==> config.mk <==
export PLATFORM = sky130hd
export DESIGN_NAME = wbMemPort
export DESIGN_NICKNAME = d
export VERILOG_FILES = /design/src/hdl/memPkg.sv /design/src/hdl/wbMemPort.sv
export SDC_FILE = /design/constraint.sdc
export NUM_CORES = 1
export LEC_CHECK = 0
export BUFFER_PORTS_ARGS = -buffer_cell sky130_fd_sc_hd__buf_2
export CELL_PAD_IN_SITES_DETAIL_PLACEMENT = 1
export CELL_PAD_IN_SITES_GLOBAL_PLACEMENT = 2
export CORE_ASPECT_RATIO = 2
export CORE_MARGIN = 2
export CORE_UTILIZATION = 22
export CTS_BUF_LIST = sky130_fd_sc_hd__clkbuf_4
export DETAILED_ROUTE_END_ITERATION = 10
export HOLD_SLACK_MARGIN = 0.03
export PLACE_DENSITY_LB_ADDON = 0.1
export SYNTH_ARGS = -nofsm -noshare
export SYNTH_HDL_FRONTEND = slang
export SYNTH_SLANG_ARGS = --single-unit
==> constraint.sdc <==
create_clock -name romclk -period 2.9 [get_ports romclk]
set_clock_uncertainty 0.15 [all_clocks]
set_input_delay 0.58 -clock romclk [delete_from_list [all_inputs] [get_ports romclk]]
set_output_delay 0.58 -clock romclk [all_outputs]
set_load 0.05 [all_outputs]
==> src/hdl/memPkg.sv <==
package memPkg;

  // Basic computer word and address widths
  typedef logic [11:0] wordAddr_t;
  typedef logic [15:0] word_t;

  typedef struct packed {
    wordAddr_t addr;
    word_t     wdata;
    logic      write;
  } memReq_t;

  typedef enum logic [1:0] {
    rom,
    ram,
    periph,
    none
  } memTarget_e;

  // Word toward the serial transmitter
  typedef struct packed {
    logic  valid;
    word_t data;
  } txWord_t;

  typedef enum logic [1:0] {
    idle,
    access,
    respond
  } portState_e;

  // Address map
  localparam wordAddr_t romBase     = 12'h000;
  localparam int        romWords    = 32;
  localparam wordAddr_t periphBase  = 12'h050;
  localparam int        periphWords = 4;
  localparam wordAddr_t ramBase     = 12'h100;

endpackage

==> src/hdl/wbMemPort.sv <==
`timescale 1ns/1ns

module wbMemPort import memPkg::*; #(
  parameter int ramAddrWidth = 8
) (
  input  logic      romclk,
  input  logic      rst,
  input  logic      cyc,
  input  logic      stb,
  input  logic      we,
  input  wordAddr_t adr,
  input  word_t     datIn,
  output word_t     datOut,
  output logic      ack,
  output memReq_t   req,
  output logic      romSel,
  output logic      ramSel,
  output logic      periphSel,
  input  word_t     romData,
  input  word_t     ramData,
  input  word_t     periphData
);

  localparam int ramTop = int'(ramBase) + (1 << ramAddrWidth);

  portState_e state;
  memTarget_e target;
  memTarget_e decoded;
  logic       start;

  assign start = (state == idle) && cyc && stb && !ack;

  always_comb begin
    if (int'(adr) >= int'(romBase) && int'(adr) < int'(romBase) + romWords) begin
      decoded = rom;
    end else if (int'(adr) >= int'(periphBase) &&
                 int'(adr) < int'(periphBase) + periphWords) begin
      decoded = periph;
    end else if (int'(adr) >= int'(ramBase) && int'(adr) < ramTop) begin
      decoded = ram;
    end else begin
      decoded = none; // Unmapped but still acknowledged
    end
  end

  always_ff @(posedge romclk or posedge rst) begin
    if (rst) begin
      state  <= idle;
      target <= none;
    end else begin
      unique case (state)
        idle: begin
          if (start) begin
            state  <= access;
            target <= decoded;
          end
        end
        access:  state <= respond;
        respond: state <= idle;
        default: state <= idle;
      endcase
    end
  end

  always_ff @(posedge romclk) begin
    if (start) begin
      req <= '{addr: adr, wdata: datIn, write: we}; // Held for the access cycle
    end
  end

  assign romSel    = (state == access) && (target == rom);
  assign ramSel    = (state == access) && (target == ram);
  assign periphSel = (state == access) && (target == periph);
  assign ack       = (state == respond);

  always_comb begin
    datOut = '0;
    if (state == respond) begin
      unique case (target)
        rom:     datOut = romData;
        ram:     datOut = ramData;
        periph:  datOut = periphData;
        default: datOut = '0;
      endcase
    end
  end

endmodule

After elaboration in Yosys (flattened, before gate mapping)
Index checks and enable logic that the tools add are counted.
- word-level logic and storage cells: 34
- bits in registers: 33
- bits of input ports: 81
- reductions and logical operators: 12
- $lt $le $gt $ge: 5
- mux-type cells: 7
- equality and inequality tests: 5
- operator list (kind ; count):
    case mux 16 bit (3 select lines) ; 1
    two-way mux 16 bit ; 1
    >= comparator 12 x 7 -> 1 bit, second input constant ; 1
    >= comparator 12 x 9 -> 1 bit, second input constant ; 1
    < comparator 12 x 10 -> 1 bit, second input constant ; 1
    < comparator 12 x 6 -> 1 bit, second input constant ; 1
    < comparator 12 x 7 -> 1 bit, second input constant ; 1
    logical AND 1 bit ; 8
    two-way mux 2 bit ; 4
    == test 2 x 1 -> 1 bit, second input constant ; 2
    == test 2 bit, second input constant ; 2
    logical NOT 2 bit ; 2
    case mux 2 bit (2 select lines) ; 1
    inequality test 2 bit, second input constant ; 1
    AND reduction 2 bit ; 1
    logical NOT 1 bit ; 1

Longest topological paths before layout
Gate-level depths: netlist of the first run.
- depth after elaboration: 6
- mapped depth: 6

Least setup slack after synthesis of the first run
No wires, ideal clock.
- path kind: reg-to-output
- from: reg target[0]
- to: out ramSel
- cell stages (with the launch flop): 4
- slack: 0.206 ns
- data arrival time: 1.964 ns
- path buffers: 2
- path through: dfstp_2 > buf_6 > buf_12 > nor3b_1
- word-level cells in the longest chain between the ends: 2
- ends and longest elaborated chain (what ; line ; text):
    start, declared ; wbMemPort.sv:27 ; memTarget_e target;
    start signal, assigned ; wbMemPort.sv:49 ; target <= none;
    start signal, assigned ; wbMemPort.sv:55 ; target <= decoded;
    == test 2 x 1 -> 1 bit ; wbMemPort.sv:72 ; assign ramSel = (state == access) && (target == ram);
    logical AND 1 bit ; wbMemPort.sv:72 ;
    end, declared ; wbMemPort.sv:17 ; output logic ramSel,
No other way between the ends.

Worst setup path after layout of the first run
- from: reg target[0]
- to: out datOut[4]
- word-level cells in the longest chain between the ends: 3
- ends and longest elaborated chain (what ; line ; text):
    == test 2 bit, or another cell as far along ; wbMemPort.sv:79 ; unique case (target)
    case mux 16 bit (3 select lines) (*) ; wbMemPort.sv:79 ;
    two-way mux 16 bit (*) ; wbMemPort.sv:78 ; if (state == respond) begin
    end, declared ; wbMemPort.sv:13 ; output word_t datOut,
Mark *: on every way between the ends. The rest lies on a longest branch, timed or not.

==> results by group, run 1 <==
Outcome
  • Outcome: complete, no violations

Yosys
  • Yosys warning total: 0
  • EDFF count, synth: 29
  • Synthesis-stage register bit count: 33
  • Asr flop ratio synth: between 10% and 20%
  • Sequential share of the synthesized area: around three fifths
  • Syn nets: just over 200
  • Top FF cell, synth: edfxtp_1
  • Post-synthesis cell area: between 1500 and 2000 um2
  • Netlist cell types: 27
  • Synth Instances: between 100 and 150
  • Post-Syn Area per Cell: around 13 um2

Route
  • Post-route ant nets: 0
  • Drt pass-1 iters: 4
  • DR WL/cell: ~14 um
  • Vias per inst: ~4.2
  • Residual DRC: 0
  • First-iteration detailed-routing DRC count: 32
  • DR vias: around 1500
  • Drt total wl: about 4900 um

Clock tree
  • # H-tree levels: 2
  • CTS tree: built
  • Clk buf depth: 2
  • Reg clk slew, reported paths: roughly 0.10 ns
  • CTS buffer count: 5
  • CTS sink count: 33
  • Worst-Skew Late Latency: between 0.3 and 0.4 ns
  • Root buffer cell: clkbuf_4

Pwr
  • Leak: around 1.2 nW
  • Power Density: approximately 420 nW/um2
  • Max VDD drop: between 0.3 and 0.4 mV

Floorplanning
  • Die area: just under 8000 um2
  • Core Area: 6940 um2
  • IO Count: between 100 and 150
  • Initial Util: a little under a quarter
  • # rows: between 40 and 50
  • Die width: 64.0 um
  • Die Span Y: roughly 120 um

Worst setup path
  • Crit end category: primary output
  • Crit path arrival time: 1.98 ns
  • CP startpoint kind: flop
  • Data required, critical path: between 2 and 2.5 ns
  • Crit path kind: flop to primary output
  • Max FO, Critical Path: 14
  • Peak per-stage delay on the critical path: approximately 0.66 ns
  • CP top delay family: flip-flops
  • CP cell instances: buf_12 -> mux2i_1 -> or2_2 -> a21oi_1 -> buf_2
  • CP Buf/Inv Count: 2
  • Crit path max-delay cell type: dfstp_2

GRT
  • Overflow after GRT: 0
  • Largest net degree at the start of global routing: 20
  • Vias in the first global route: around 1600
  • All-Layer GR Usage: approximately 13%
  • Antenna violations before repair: 0
  • First-pass GRT wire length: 7580 um

Place
  • HPWL Detailed: approximately 4000 um
  • RePlAce Congestion: approximately 0.7
  • Placed Area: ~2300 um2
  • Port Buffers: around 130

Cells and area
  • Synthesis-to-layout area growth: 49.6%
  • # nets final: around 340
  • Layout cells sized above 1: roughly three fifths
  • Fin area: between 2000 and 2500 um2
  • Multi-input logic area: 518 um2
  • # diodes: 0
  • FF/Latch Area: between 900 and 1000 um2
  • Fill cells: approximately 830

Timing
  • Final min period: 2.71 ns
  • RSZ-0062 raised after global routing: no
  • Slew Limit Fails: 0
  • Setup TNS Final: 0 ns
  • Period utilisation layout: approximately 93%
  • Slew @ Worst Pin: ~0.67 ns
  • Setup Viol. Count Final: 0
  • Slew Limit Headroom: between 50% and 60%
  • Final Hold Slack: ~0.26 ns
  • Fmax: roughly 0.37 GHz
  • Hold Fails Final Rpt: 0

Flow run
  • Number of max-cap violations: 0

Worst hold path
  • Hold Path Class: input port to flop
[layer usage]
layer / global-route usage (%) / wire [um] / vias up
met4: 6.11 / 102 / 0
met2: 24.3 / 2760 / 83
met1: 12.2 / 1560 / 659
li1: - / - / 707
met3: 3.61 / 453 / 5
met5: 0 / 0 / -
[where the power goes]
part           switching, W  leakage (nW)  total, W  internal (W)
sequential       0.00000653         0.316  0.000549      0.000543
clock              0.000156        0.0310  0.000247     0.0000913
combinational      0.000126         0.817  0.000199     0.0000731
[sequential cells by signal, summed over array words and instances (netlist names)]
signal,cells
target,2
req,29
state,2
[synthesized netlist by cell type, drive strengths merged, types with 2 or more instances]
cell | number | area [um2]
nor2 | 2 | 7.51
edfxtp | 29 | 871
or2 | 16 | 100
inv | 3 | 11.3
mux2i | 16 | 160
nor3 | 3 | 15.0
dfrtp | 2 | 50.1
dfstp | 2 | 52.6
a21oi | 16 | 80.1
nand2 | 17 | 63.8
buf | 7 | 70.1
[repair_timing]
item / 4_1_cts / 5_1_grt
endpoints found under the hold margin: 2 / 0
hold buffers: 1 / 0
buffers inserted: 0 / 0
gates resized for setup: 0 / 0
[path summary, 6_finish.rpt]
kind / end / start / slack, ns / cells after the start
hold reg to reg: state[0] / state[0] / 0.34 / 1
max in group asynchronous: target[0] / rst / 1.85 / 3
hold / removal: req[2] / datIn[1] / 0.26 / 1
min in group asynchronous: state[0] / rst / 0.51 / 3
setup reg to reg: req[19] / state[0] / 1.18 / 2
setup / recovery: datOut[4] / target[0] / 0.19 / 5
[worst reg2reg max path, stage by stage, from the launching register on]
cell and delay (ns):
dfrtp_1 0.42, and4bb_1 0.54, buf_4 0.32
[cells by family after synthesis]
| kind of cell | synth area share [%] |
|---|---|
| AOI/OAI and AO/OA | 6.72 |
| DFF | 61.5 |
| and+or+nand+nor | 15.9 |
| muxes | 10.1 |
| buffers and inverters | 5.77 |
[placed cells by master, fill, tap and decap left out, drive strengths merged]
| cell type | count |
|---|---|
| nor3b | 1 |
| dfrtp | 2 |
| dfstp | 2 |
| nor3 | 3 |
| clkbuf | 5 |
| a21boi | 1 |
| nor2b | 1 |
| or2b | 1 |
| inv | 3 |
| a21oi | 16 |
| clkinv | 2 |
| and4bb | 1 |
| buf | 133 |
| nand2 | 17 |
| nor2 | 2 |
| clkinvlp | 1 |
| nor4bb | 1 |
| and2b | 1 |
| mux2i | 16 |
| edfxtp | 29 |
| o32a | 1 |
| o22a | 1 |
| dlygate4sd3 | 1 |
| or2 | 16 |
| nand2b | 1 |
| or3 | 1 |
[layout make-up]
type | count | area share, %
Inverter | 3 | 0.475
Clock buffer | 5 | 1.58
Timing Repair Buffer | 134 | 29.5
Tap cell | 90 | 4.75
Clock inverter | 3 | 0.740
Multi-Input combinational cell | 81 | 21.9
Sequential cell | 33 | 41.1
[metrics by stage]
step                      cells  util (%)  power, W  setup slack, ns
after floorplan             125         -  0.000677            0.206
after global placement      340      33.2  0.000761            0.563
after detailed placement    340      33.2  0.000763            0.533
after CTS                   349      34.1   0.00102            0.148
after global routing        349      34.1   0.00105           0.0909
final                       349      34.1  0.000995            0.192
Power figures use the tool's default switching activity.
==> run 2, diff against run 1 <==
--- a/config.mk
+++ b/config.mk
@@ -14,7 +14,7 @@
 export CTS_BUF_LIST = sky130_fd_sc_hd__clkbuf_4
 export DETAILED_ROUTE_END_ITERATION = 10
 export HOLD_SLACK_MARGIN = 0.03
-export PLACE_DENSITY_LB_ADDON = 0.1
+export PLACE_DENSITY = 0.94
 export SYNTH_ARGS = -nofsm -noshare
 export SYNTH_HDL_FRONTEND = slang
 export SYNTH_SLANG_ARGS = --single-unit
==> results by group, run 2 (synthesis gave the netlist of run 1 again) <==
Outcome
  • Outcome: complete, no violations

Route
  • DR vias: ~1400
  • Met3 WL: around 270 um
  • Drt pass-1 iters: 4
  • Wire length on met2: 3150 um
  • Drt total wl: slightly below 5000 um
  • Top sig layer: met4
  • Vias per inst: about 4.2
  • First-iteration detailed-routing DRC count: 26
  • DR WL/cell: about 14 um
  • Residual DRC: 0
  • Met1 wire length: about 1500 um
  • Post-route ant nets: 0

Floorplanning
  • Die area: just under 8000 um2
  • Die width: around 64 um
  • # rows: 43
  • Core Area: slightly below 7000 um2
  • IO Count: 130
  • Initial Util: between 20 and 25%
  • Die Span Y: about 120 um

Timing
  • Slew Limit Headroom: 50.5%
  • Slew @ Worst Pin: approximately 0.74 ns
  • RSZ-0062 raised after global routing: no
  • Setup TNS Final: 0 ns
  • Setup Viol. Count Final: 0
  • Period utilisation layout: between 90% and 100%
  • Final min period: between 2 and 3 ns
  • Fmax: 0.373 GHz
  • Slew Limit Fails: 0
  • Hold Fails Final Rpt: 0

Flow run
  • Number of max-cap violations: 0

Pwr
  • Power Density: approximately 420 nW/um2
  • Max VDD drop: between 0.2 and 0.3 mV
  • Combinational fraction of design power: 19.6%
  • Total power: around 0.00098 W
  • Leak: roughly 1.1 nW
  • Clk pwr share: between 20% and 30%
  • Sw frac: ~29%
  • Seq pwr share: 56.6%
  • Net Sw Power: around 0.00028 W
  • P_int: 0.000700 W

Clock tree
  • Worst-Skew Late Latency: roughly 0.32 ns
  • CTS tree: built
  • Root buffer cell: clkbuf_4
  • Clk buf depth: 2
  • Reg clk slew, reported paths: 0.10 ns
  • CTS sink count: 33
  • CTS buffer count: 5
  • # H-tree levels: 2

GRT
  • All-Layer GR Usage: roughly 12%
  • Antenna violations before repair: 0
  • First-pass GRT wire length: 7440 um
  • Largest net degree at the start of global routing: 32
  • Overflow after GRT: 0
  • Vias in the first global route: about 1600

Cells and area
  • # diodes: 0
  • Synthesis-to-layout area growth: 47.4%
  • Commonest non-fill, non-tap cells in the layout: buf_2 (129), edfxtp_1 (29), nand2_1 (17)
  • # nets final: 336
  • Layout cells sized above 1: between 50% and 60%
  • Top Registers: req (29), state (2), target (2)
  • Most common cell after layout, fill and taps aside: buf_2
  • Largest register by flop count: req
  • Max FFs per register: 29

Worst setup path
  • Data required, critical path: about 2.2 ns
  • Crit path arrival time: slightly below 2 ns
  • Max FO, Critical Path: 20
  • Crit end category: primary output
  • CP startpoint kind: flop
  • Crit path kind: flop to primary output

Worst hold path
  • Hold Path Class: input port to flop

Place
  • Port Buffers: 129
  • RePlAce Congestion: between 0.7 and 0.8
  • HPWL Detailed: just over 4000 um
==> run 2: cell count changes in the layout (fill, tap and decap cells not counted) <==
cell      previous run  this run
dfstp_2              2         1
and2b_2              1         0
clkinv_2             2         0
clkinv_1             0         1
buf_12               1         0
buf_4                3         1
dfstp_4              0         1
and2b_4              0         1
==> run 2: final cells by class <==
cell class              count  area, um2
clock inverters             2       11.3
multi-input cells          81        519
clock buffers               5       37.5
flip-flops and latches     33        977
well taps                  90        113
repair buffers            131        663
fillers                   819       4610
inverters                   3       11.3
==> run 2: routing by layer <==
| metal | vias up | track usage, % |
|---|---|---|
| met5 | - | 0 |
| met4 | 0 | 4.21 |
| met3 | 5 | 3.07 |
| met2 | 59 | 24.9 |
| met1 | 679 | 11.5 |
| li1 | 703 | - |
==> run 2: worst paths after layout <==
path	from	end	slack [ns]	cells after the start
worst max-delay path	target[0]	datOut[15]	0.22	4
worst min-delay path	adr[0]	req[17]	0.27	1
worst max register to register	state[0]	req[3]	1.34	2
worst min register to register	state[0]	state[0]	0.34	1
max in group asynchronous	rst	target[1]	1.85	3
min in group asynchronous	rst	state[0]	0.52	3
==> run 2: worst max-delay path, stage by stage (launching register included) <==
cell     delay [ns]
dfstp_4        0.80
mux2i_1        0.11
or2_2          0.27
a21oi_1        0.13
buf_2          0.29
==> run 2: what timing repair did <==
action,4_1_cts,5_1_grt
hold endpoints to repair,2,0
setup buffers,0,0
gates resized for setup,0,2
endpoints found under the setup margin,0,16
hold buffers,1,0
==> run 2: power by group through the flow <==
stage          clock network, W   logic, W  registers [W]
2_1_floorplan                 0  0.0000571       0.000620
3_3_place_gp                  0   0.000189       0.000565
3_5_place_dp                  0   0.000194       0.000567
4_1_cts                0.000244   0.000195       0.000556
5_1_grt                0.000264   0.000207       0.000559
6_report               0.000233   0.000192       0.000555
==> run 2: stage by stage <==
stage / area, um2 / setup WS (ns) / instances / hold WS (ns) / utilization [%]
global route: 2330 / 0.0548 / 345 / 0.241 / 33.6
detailed placement: 2270 / 0.410 / 337 / 0.322 / 32.7
floorplan: 1580 / 0.206 / 125 / 0.195 / -
global placement: 2270 / 0.439 / 337 / 0.298 / 32.7
finish: 2330 / 0.222 / 345 / 0.272 / 33.6
CTS: 2330 / 0.0456 / 345 / 0.253 / 33.5
==> run 3, diff against run 2 <==
--- a/config.mk
+++ b/config.mk
@@ -15,6 +15,7 @@
 export DETAILED_ROUTE_END_ITERATION = 10
 export HOLD_SLACK_MARGIN = 0.03
 export PLACE_DENSITY = 0.94
+export SETUP_SLACK_MARGIN = 0.5
 export SYNTH_ARGS = -nofsm -noshare
 export SYNTH_HDL_FRONTEND = slang
 export SYNTH_SLANG_ARGS = --single-unit
==> results by group, run 3 (synthesis gave the netlist of run 1 again) <==
Place
  • Placed Area: between 2000 and 2500 um2
  • Port Buffers: roughly 130
  • RePlAce Congestion: 0.708
  • HPWL Detailed: just over 4000 um

Floorplanning
  • IO Count: 130
  • Die Span Y: roughly 120 um
  • Die area: around 8000 um2
  • Core Area: a little under 7000 um2
  • Die width: approximately 64 um
  • # rows: 43
  • Initial Util: between 20% and 30%

Cells and area
  • Layout cells sized above 1: between 60% and 70%
  • Fin util: 38.0%
  • # diodes: 0
  • Most common cell after layout, fill and taps aside: buf_2
  • Fin area: about 2600 um2
  • Commonest non-fill, non-tap cells in the layout: buf_2 (112), edfxtp_1 (29), nand2_1 (17)
  • Largest register by flop count: req
  • Synthesis-to-layout area growth: 66.6%
  • Top Registers: req (29), state (2), target (2)
  • # nets final: 343
  • Max FFs per register: 29

Outcome
  • Outcome: complete, no violations

Worst hold path
  • WHS Path Cells: 1
  • Hold Path Class: input port to flop
  • Hold path startpoint: adr[0]
  • WHS Endpoint: req[17]

Timing
  • RSZ-0062 raised after global routing: yes
  • Period utilisation layout: between 80 and 90%
  • Slew Limit Headroom: about four fifths
  • Setup Viol. Count Final: 0
  • Setup TNS Final: 0 ns
  • Slew Limit Fails: 0
  • Fmax: 0.396 GHz
  • Final min period: between 2 and 3 ns
  • Slew @ Worst Pin: between 0.3 and 0.4 ns
  • Hold Fails Final Rpt: 0

Clock tree
  • Root buffer cell: clkbuf_4
  • Clk buf depth: 2
  • # H-tree levels: 2
  • Reg clk slew, reported paths: 0.10 ns
  • Worst-Skew Late Latency: about 0.32 ns
  • CTS buffer count: 5
  • CTS tree: built
  • CTS sink count: 33

Worst setup path
  • FF-to-FF setup slack: around 1.2 ns
  • Crit path arrival time: 1.79 ns
  • FF-to-FF End: req[18]
  • Crit path kind: flop to primary output
  • FF-to-FF Start: state[0]
  • R2R cell count: 2
  • Max FO, Critical Path: 5
  • Crit end category: primary output
  • Data required, critical path: 2.17 ns
  • CP startpoint kind: flop

Flow run
  • Number of max-cap violations: 0

Route
  • Top sig layer: met4
  • Drt pass-1 iters: 4
  • First-iteration detailed-routing DRC count: 22
  • Residual DRC: 0
  • Met1 wire length: 1650 um
  • Wire length on met2: approximately 3300 um
  • Post-route ant nets: 0
  • Vias per inst: about 4.3
  • Met3 WL: approximately 320 um
  • Drt total wl: approximately 5400 um
  • DR WL/cell: 15.4 um
  • DR vias: around 1500

GRT
  • Vias in the first global route: approximately 1600
  • First-pass GRT wire length: between 8000 and 9000 um
  • All-Layer GR Usage: 13.6%
  • Overflow after GRT: 0
  • Largest net degree at the start of global routing: 27
  • Antenna violations before repair: 0

Pwr
  • Max VDD drop: 0.230 mV
  • Leak: 1.21 nW
  • Power Density: approximately 380 nW/um2
  • Total power: about 0.0010 W
[run 3: cell types whose count changed in the layout (fill, tap and decap cells not counted), sizes merged]
cell,change
buf,+6
clkbuf,+1
[run 3: worst max-delay path, cell delays in order, from the launching register on]
cell and delay, ns:
dfstp_4 0.69, buf_12 0.13, mux2i_1 0.06, or2_0 0.21
a21oi_2 0.18, buf_6 0.19
[run 3: power breakdown]
part           switching, W  internal, W
clock              0.000151    0.0000870
sequential       0.00000631     0.000543
combinational      0.000137    0.0000823
total              0.000295     0.000712
[run 3: timing repair]
action                                 4_1_cts  5_1_grt
buffers inserted                             4        0
setup endpoints to repair                   18       17
pin swaps                                    9       11
endpoints found under the hold margin        2        0
resized for setup                           47        3
cloned                                       0        1
hold buffers                                 1        0
[run 3: worst max-delay path by stage]
stage | from | to | slack [ns] | depth (start not counted)
after floorplan | target[0] | datOut[10] | 0.60 | 5
after global placement | target[0] | periphSel | 0.40 | 3
after detailed placement | target[0] | datOut[8] | 0.38 | 4
after CTS | target[0] | datOut[13] | 0.37 | 5
after global routing | target[0] | datOut[14] | 0.27 | 5
final | target[0] | datOut[14] | 0.38 | 5
[run 3: final cells by class]
class                           instances  area (um2)
Timing Repair Buffer                  138         868
Clock buffer                            5        37.5
Inverter                                3        11.3
Fill cell                             791        4300
Tap cell                               90         113
Multi-Input combinational cell         81         618
Sequential cell                        33         977
Clock inverter                          2        11.3
[run 3: metal layers]
| layer | global-route usage [%] | vias to the layer above |
|---|---|---|
| met5 | 0 | - |
| met4 | 7.34 | 0 |
| met3 | 3.34 | 17 |
| met2 | 26.8 | 71 |
| met1 | 12.3 | 721 |
| li1 | - | 715 |
[run 3: through the flow]
step	std cells	hold WS (ns)	worst slack (ns)
after floorplan	125	0.195	0.600
after global placement	339	0.302	0.402
after detailed placement	339	0.316	0.383
after CTS	351	0.244	0.375
after global routing	352	0.234	0.272
final	352	0.261	0.375
